[src/include/bus_defines.svh]
`ifndef BUS_DEFINES_SVH
`define BUS_DEFINES_SVH

// bus units that can raise a request, one reqv/ack bit each
`define BUS_NUM_REQ     11

// shifting queue slots, slot 0 is the tail
`define BUS_QUEUE_DEPTH 11

// destinations with an enable and a busy flag
// order is IE IO DE DO B0 B1 B2 B3 DMA
`define BUS_NUM_DEST    9

`endif

[src/verilog/bus_pkg.sv]
package bus_pkg;

    typedef struct packed {
        logic [1:0] domain;
        logic [1:0] subdomain;
    } unit_id_t;

    localparam unit_id_t UNIT_IE  = 4'b0000;
    localparam unit_id_t UNIT_IO  = 4'b0001;
    localparam unit_id_t UNIT_DE  = 4'b0100;
    localparam unit_id_t UNIT_DO  = 4'b0101;
    localparam unit_id_t UNIT_B0  = 4'b1000;
    localparam unit_id_t UNIT_B1  = 4'b1001;
    localparam unit_id_t UNIT_B2  = 4'b1010;
    localparam unit_id_t UNIT_B3  = 4'b1011;
    localparam unit_id_t UNIT_DMA = 4'b1100;

    typedef struct packed {
        unit_id_t send;
        unit_id_t dest;
    } bus_req_t;

    typedef struct packed {
        logic     valid;
        bus_req_t req;
    } queue_slot_t;

    // index into the free/busy vectors, illegal codes give 0 with the flag set
    function automatic logic [3:0] dest_index(input unit_id_t id, output logic illegal);
        illegal = 1'b0;
        case (id)
            UNIT_IE:  return 4'd0;
            UNIT_IO:  return 4'd1;
            UNIT_DE:  return 4'd2;
            UNIT_DO:  return 4'd3;
            UNIT_B0:  return 4'd4;
            UNIT_B1:  return 4'd5;
            UNIT_B2:  return 4'd6;
            UNIT_B3:  return 4'd7;
            UNIT_DMA: return 4'd8;
            default: begin
                illegal = 1'b1;
                return 4'd0;
            end
        endcase
    endfunction

endpackage

[src/verilog/prio_arbiter.sv]
module prio_arbiter #(
    parameter int N = 2
) (
    input  logic [N-1:0] request,
    output logic [N-1:0] grant_vec
);

    // later iterations overwrite earlier ones so the highest set bit wins
    always_comb begin
        grant_vec = '0;
        for (int i = 0; i < N; i++) begin
            if (request[i]) begin
                grant_vec = '0;
                grant_vec[i] = 1'b1;
            end
        end
    end

endmodule

[src/verilog/onehot_mux.sv]
module onehot_mux #(
    parameter int N = 2
) (
    input  logic [N-1:0]                sel,
    input  bus_pkg::bus_req_t [N-1:0]   din,
    output bus_pkg::bus_req_t           dout
);

    import bus_pkg::*;

    // and-or mux, zero when nothing is selected
    always_comb begin
        dout = '0;
        for (int i = 0; i < N; i++) begin
            dout = dout | (din[i] & {$bits(bus_req_t){sel[i]}});
        end
    end

    // two selects at once would merge payloads silently
    a_sel_onehot: assert final ($isunknown(sel) || $onehot0(sel))
        else $error("onehot_mux: sel %b not one-hot", sel);

endmodule

[src/verilog/bus_req_queue.sv]
`include "bus_defines.svh"

module bus_req_queue (
    input  logic                                  clk,
    input  logic                                  rst_n,
    input  bus_pkg::bus_req_t [`BUS_NUM_REQ-1:0]  req,
    input  logic [`BUS_NUM_REQ-1:0]               reqv,
    input  logic                                  pull,
    input  logic [`BUS_NUM_DEST-1:0]              free,
    output logic [`BUS_NUM_REQ-1:0]               ack,
    output logic                                  grant,
    output bus_pkg::bus_req_t                     grant_req,
    output bus_pkg::unit_id_t                     dispatch_dest
);

    import bus_pkg::*;

    localparam int NREQ  = `BUS_NUM_REQ;
    localparam int DEPTH = `BUS_QUEUE_DEPTH;

    queue_slot_t              slot_q [DEPTH];
    queue_slot_t              slot_d [DEPTH];
    bus_req_t [DEPTH-1:0]     slot_req;
    logic [DEPTH-1:0]         ready;
    logic [DEPTH-1:0]         disp_sel;
    logic [DEPTH-1:0]         ld;
    logic [NREQ-1:0]          in_sel;
    bus_req_t                 in_req;
    logic [3:0]               grant_idx;
    logic                     grant_bad;

    // intake side
    prio_arbiter #(.N(NREQ)) u_in_arb (
        .request   (reqv),
        .grant_vec (in_sel)
    );

    onehot_mux #(.N(NREQ)) u_in_mux (
        .sel  (in_sel),
        .din  (req),
        .dout (in_req)
    );

    assign ack = in_sel & {NREQ{ld[0]}}; // no ack when the tail is stuck

    // readiness per slot, illegal destinations never become ready
    always_comb begin
        logic [3:0] idx;
        logic       bad;
        for (int k = 0; k < DEPTH; k++) begin
            idx         = dest_index(slot_q[k].req.dest, bad);
            ready[k]    = slot_q[k].valid & pull & ~bad & free[idx];
            slot_req[k] = slot_q[k].req;
        end
    end

    // dispatch side, oldest ready slot wins
    prio_arbiter #(.N(DEPTH)) u_disp_arb (
        .request   (ready),
        .grant_vec (disp_sel)
    );

    onehot_mux #(.N(DEPTH)) u_disp_mux (
        .sel  (disp_sel),
        .din  (slot_req),
        .dout (grant_req)
    );

    assign grant         = |ready;
    assign dispatch_dest = grant_req.dest;

    // a slot shifts when anything at or above it is empty or leaving
    always_comb begin
        ld[DEPTH-1] = ~slot_q[DEPTH-1].valid | disp_sel[DEPTH-1];
        for (int k = DEPTH - 2; k >= 0; k--) begin
            ld[k] = ld[k+1] | ~slot_q[k].valid | disp_sel[k];
        end
    end

    always_comb begin
        slot_d[0].valid = |reqv;
        slot_d[0].req   = in_req;
        for (int k = 1; k < DEPTH; k++) begin
            // an entry leaving this cycle must not move up as a copy
            slot_d[k].valid = slot_q[k-1].valid & ~disp_sel[k-1];
            slot_d[k].req   = slot_q[k-1].req;
        end
    end

    always_ff @(posedge clk or negedge rst_n) begin
        if (!rst_n) begin
            for (int k = 0; k < DEPTH; k++) begin
                slot_q[k] <= '0;
            end
        end else begin
            for (int k = 0; k < DEPTH; k++) begin
                if (ld[k]) begin
                    slot_q[k] <= slot_d[k];
                end
            end
        end
    end

    always_comb begin
        grant_idx = dest_index(grant_req.dest, grant_bad);
    end

    // an acked request lands in the tail at the next edge
    a_ack_loads: assert property (@(posedge clk) disable iff (!rst_n)
        |ack |=> slot_q[0].valid && slot_q[0].req == $past(in_req))
        else $error("bus_req_queue: acked request missing from slot 0");

    a_grant_free: assert property (@(posedge clk) disable iff (!rst_n)
        grant |-> !grant_bad && free[grant_idx])
        else $error("bus_req_queue: grant to destination %h not free", grant_req.dest);

endmodule

[src/verilog/dest_status.sv]
`include "bus_defines.svh"

module dest_status (
    input  logic                      clk,
    input  logic                      rst_n,
    input  logic                      cfg_wr,
    input  logic [`BUS_NUM_DEST-1:0]  cfg_enable,
    input  logic [`BUS_NUM_DEST-1:0]  done,
    input  logic                      dispatch,
    input  bus_pkg::unit_id_t         dispatch_dest,
    output logic [`BUS_NUM_DEST-1:0]  free
);

    import bus_pkg::*;

    localparam int NDEST = `BUS_NUM_DEST;

    logic [NDEST-1:0] enable;
    logic [NDEST-1:0] busy;
    logic [NDEST-1:0] disp_vec;
    logic [3:0]       disp_idx;
    logic             disp_bad;

    always_comb begin
        disp_idx = dest_index(dispatch_dest, disp_bad);
        disp_vec = '0;
        if (dispatch && !disp_bad) begin
            disp_vec[disp_idx] = 1'b1;
        end
    end

    always_ff @(posedge clk or negedge rst_n) begin
        if (!rst_n) begin
            enable <= '1; // everything enabled out of reset
        end else if (cfg_wr) begin
            enable <= cfg_enable;
        end
    end

    always_ff @(posedge clk or negedge rst_n) begin
        if (!rst_n) begin
            busy <= '0;
        end else begin
            busy <= disp_vec | (busy & ~done); // set beats done in the same cycle
        end
    end

    assign free = enable & ~busy;

    // the queue only sees registered free, so a busy target means a stale view
    a_no_busy_dispatch: assert property (@(posedge clk) disable iff (!rst_n)
        dispatch && !disp_bad |-> !busy[disp_idx])
        else $error("dest_status: dispatch to busy destination %0d", disp_idx);

endmodule

[src/verilog/bus_arb_top.sv]
`include "bus_defines.svh"

module bus_arb_top (
    input  logic                                  clk,
    input  logic                                  rst_n,
    input  bus_pkg::bus_req_t [`BUS_NUM_REQ-1:0]  req,
    input  logic [`BUS_NUM_REQ-1:0]               reqv,
    input  logic                                  pull,
    output logic [`BUS_NUM_REQ-1:0]               ack,
    output logic                                  grant,
    output bus_pkg::bus_req_t                     grant_req,
    input  logic [`BUS_NUM_DEST-1:0]              done,
    input  logic                                  cfg_wr,
    input  logic [`BUS_NUM_DEST-1:0]              cfg_enable
);

    import bus_pkg::*;

    logic [`BUS_NUM_DEST-1:0] free;
    unit_id_t                 dispatch_dest;

    bus_req_queue u_queue (
        .clk           (clk),
        .rst_n         (rst_n),
        .req           (req),
        .reqv          (reqv),
        .pull          (pull),
        .free          (free),
        .ack           (ack),
        .grant         (grant),
        .grant_req     (grant_req),
        .dispatch_dest (dispatch_dest)
    );

    // grant is the dispatch strobe
    dest_status u_status (
        .clk           (clk),
        .rst_n         (rst_n),
        .cfg_wr        (cfg_wr),
        .cfg_enable    (cfg_enable),
        .done          (done),
        .dispatch      (grant),
        .dispatch_dest (dispatch_dest),
        .free          (free)
    );

endmodule

[config.mk]
export PLATFORM = sky130hd
export DESIGN_NAME = bus_arb_top
export DESIGN_NICKNAME = d
export VERILOG_FILES = /design/src/verilog/bus_pkg.sv /design/src/verilog/prio_arbiter.sv /design/src/verilog/onehot_mux.sv /design/src/verilog/bus_req_queue.sv /design/src/verilog/dest_status.sv /design/src/verilog/bus_arb_top.sv
export VERILOG_INCLUDE_DIRS = /design/src /design/src/include
export SDC_FILE = /design/constraint.sdc
export NUM_CORES = 1
export LEC_CHECK = 0
export CORE_MARGIN = 2
export CORE_UTILIZATION = 35
export CTS_CLUSTER_DIAMETER = 200
export DETAILED_ROUTE_END_ITERATION = 8
export DONT_BUFFER_PORTS = 1
export GPL_TIMING_DRIVEN = 0
export PLACE_DENSITY = 0.59
export SYNTH_ARGS = -nofsm -noshare
export SYNTH_HDL_FRONTEND = slang
export SYNTH_HIERARCHICAL = 1
export SYNTH_SLANG_ARGS = --single-unit
[constraint.sdc]
create_clock -name clk -period 3.66 [get_ports clk]
set_input_delay 0.549 -clock clk [delete_from_list [all_inputs] [get_ports clk]]
set_output_delay 0.549 -clock clk [all_outputs]
set_load 0.02 [all_outputs]
==> results.toml <==
[route]
wl_per_cell_um = 22.24
vias = 6662
drt-total-wl_mm = 24.89
vias_per_cell = 5.954
firstDrtPassIters = 6
ant_nets = 0
drtIter0Drc = 562
drc = 0

[pwr]
power.leakage_uw = 0.003870
ir_worst_vdd_uv = 526.3
p_per_area_nw_per_um2 = 1276
power.total_uw = 12110

[die]
chipWidth_um = 150.6
die_y_um = 150.6
core-area_um2 = 21090
pin_count = 141
die_area_um2 = 22690
rows = 53
start_util = 0.3569

[logic_synthesis]
synth_compound_area_frac = 0.1997
synth_edf_count = 0
syn_inst = 772
ys.flop_type = "dfrtp_1"
synth.most_common_cell = "dfrtp_1"
synthMuxAreaShare = 0.1380
yosys.area_share.simple = 0.2078
syn_avg_cell_area_um2 = 9.749
synth-seq-cells = 117
ys_seq_area_frac = 0.3905
synth_fa_ha_area_frac = 0
synthXorXnorAreaFrac = 0
synth_top_family_by_area = "simple AND/OR/NAND/NOR gates"
yosysUniqueCellTypes = 69
synth_area_um2 = 7526
synth.net_count = 893
synthArstFlopShare = 1.000
synth_area_leaders = "dfrtp_1 (36%), mux2_2 (12%), a22o_1 (3.7%), nand2_1 (3.6%), a221oi_1 (3.5%)"
yosysWarningCount = 6
synth_area_leader_cell = "dfrtp_1"
synth_top_cell_area_share = 0.3591
ys_top_cells_by_count = "dfrtp_1 (108), mux2_2 (78), nand2_1 (73)"

[timing]
setup_violations = 34
setup_slack_ns = -0.5623
hold_viol = 0
worstMarginPinSlew_ns = 0.7265
slew_headroom = 0.5157
fin_skew_ns = 0.01107
rsz0062_at_grt = "yes"
fin_crit_ns = 4.222
drv_slew = 0
fin_crit_sh = 1.154
fmax_ghz = 0.2368

[placed_design]
io_buffers = 0
dp.cells = 1047
placed_cell_area_um2 = 7990
dp_hpwl_mm = 16.95
place_congestion = 0.8798

[clocking]
clock_latency_ns = 0.43
cts_tree = "built"
cts_buffers = 17
cts_max_path_buffers = 2
htree_levels = 4
clkTransAtPathRegs_ns = 0.06
clock_sinks = 117
clockRootBuffer = "clkbuf_16"

[layout]
nets = 952
fin_cells = 1119
syn2layout_area_growth_pct = 26.02
postLayoutCellArea_um2 = 9484
diodes = 0
fill_cells = 2023
layout-drive-gt1-share = 0.3602

[global_route]
antenna_found_initial = 0
gr-total-overflow = 0
grt_max_degree = 111
grt_pass1_vias = 6577
grt_util_all_layers = 0.2230
grt_pass1_wl_mm = 38.07

[worst_setup_path]
cp-start-kind = "register"
critical_path.max_stage_delay_ns = 0.57
crit_fanout = 6
rrSetupSlack_ns = -0.19
reg2reg_depth = 17
cp_slowest_cell = "or4_4"
required_ns = 3.11
r2r_end = "u_status/busy[6]"
r2r_start = "u_status/enable[4]"
critPathKind = "reg2out"
cp-end-kind = "output pin"
path_buf_inv = 3
critical-path-top-delay-family = "simple AND/OR/NAND/NOR gates"
crit_arrival_ns = 3.67
worstPathCellList = "nor2b_4 -> buf_8 -> mux2_4 -> nor4_4 -> a21oi_1 -> o2111a_2 -> or4_4 -> buf_12 -> nor4b_4 -> nand2b_4 -> nor3_4 -> nand3_2 -> nor4_4 -> buf_6 -> nor2b_4"

[hold_path]
hp-class = "in2async"

[status]
status = "finished, violations left"
violations = "negative setup slack"

[job]
cap_violations = 0
## cell type report
cell class / count / area [um^2] / share of cell area
repair buffers: 43 / 392.9 / 0.04142
well taps: 275 / 344.1 / 0.03628
flip-flops and latches: 117 / 2940 / 0.3100
plain buffers: 74 / 556.8 / 0.05871
multi-input cells: 551 / 4587 / 0.4836
inverters: 27 / 101.3 / 0.01069
clock buffers: 20 / 456.7 / 0.04815
clock inverters: 12 / 105.1 / 0.01108
## how the worst max path moves through the flow
stage | start | endpoint | slack [ns] | depth (start not counted)
2_1_floorplan | u_status/enable[0] | u_status/busy[3] | 0.006 | 16
3_3_place_gp | u_status/enable[1] | u_status/busy[1] | -1.03 | 15
3_5_place_dp | u_status/enable[3] | u_status/busy[3] | -1.10 | 14
4_1_cts | u_status/enable[0] | ack[5] | -0.48 | 17
5_1_grt | u_status/enable[5] | ack[5] | -0.66 | 16
6_report | u_status/enable[4] | ack[5] | -0.56 | 15
## metrics by stage
step                TNS (ns)    util  setup slack [ns]  hold WS [ns]
global route          -14.04  0.4497           -0.6590        0.1207
finish                -10.60  0.4497           -0.5623       0.07759
detailed placement    -57.76  0.3789            -1.105        0.2627
floorplan                  0       -          0.005577        0.2534
global placement      -57.25  0.3789            -1.025        0.2633
CTS                   -7.995  0.4389           -0.4824        0.1035
## power breakdown
part	internal [uW]	switching, uW
clock network	964	618
logic	3640	4280
registers	1940	665
## cell usage in the layout (no fill, tap or decap), types with 7 or more instances in the layout
master | netlist | routed
nor4_1 | 10 | 7
nand2b_4 | 0 | 7
nand2b_1 | 29 | 20
nor2_1 | 34 | 34
mux2_2 | 78 | 77
nor3_1 | 8 | 7
a221oi_1 | 30 | 23
nand3_2 | 1 | 8
clkbuf_8 | 0 | 10
buf_6 | 6 | 16
nor2b_4 | 0 | 16
nand2_1 | 73 | 71
nor2b_1 | 35 | 17
buf_2 | 13 | 10
a21oi_1 | 28 | 21
o211ai_1 | 9 | 9
buf_4 | 8 | 37
a221oi_2 | 2 | 9
a22o_1 | 32 | 32
a222oi_1 | 17 | 17
a22oi_1 | 7 | 7
dfrtp_1 | 108 | 107
nand3_1 | 19 | 12
dfstp_2 | 9 | 9
clkbuf_16 | 0 | 18
mux2_4 | 0 | 9
o21ai_0 | 23 | 21
clkbuf_1 | 46 | 25
inv_1 | 27 | 27
## flip-flops by register name, indices dropped and copies added (netlist names)
signal,flops
u_status/busy,9
u_status/enable,9
u_queue/slot_d,80
u_queue/slot_q,19
## metal layers
metal  GRT usage  vias to the layer above  wire [um]
li1            -                     3021          -
met1      0.3069                     3292      10840
met2      0.3525                      303      11370
met3     0.04848                       46       2113
met4     0.06589                        0        565
met5           0                        -          0
## logic make-up after synthesis
group / after synthesis
and+or+nand+nor: 265
AOI/OAI and AO/OA: 193
buffers and inverters: 104
muxes: 93
DFF: 117
## timing repair
action	4_1_cts	5_1_grt
hold endpoints to repair	110	0
endpoints found under the setup margin	95	55
gates resized for setup	103	48
buffers inserted	31	10
hold buffers	2	0
gates cloned	2	0
pin swaps	27	21
No activity file was read; power rests on OpenSTA's default activity.
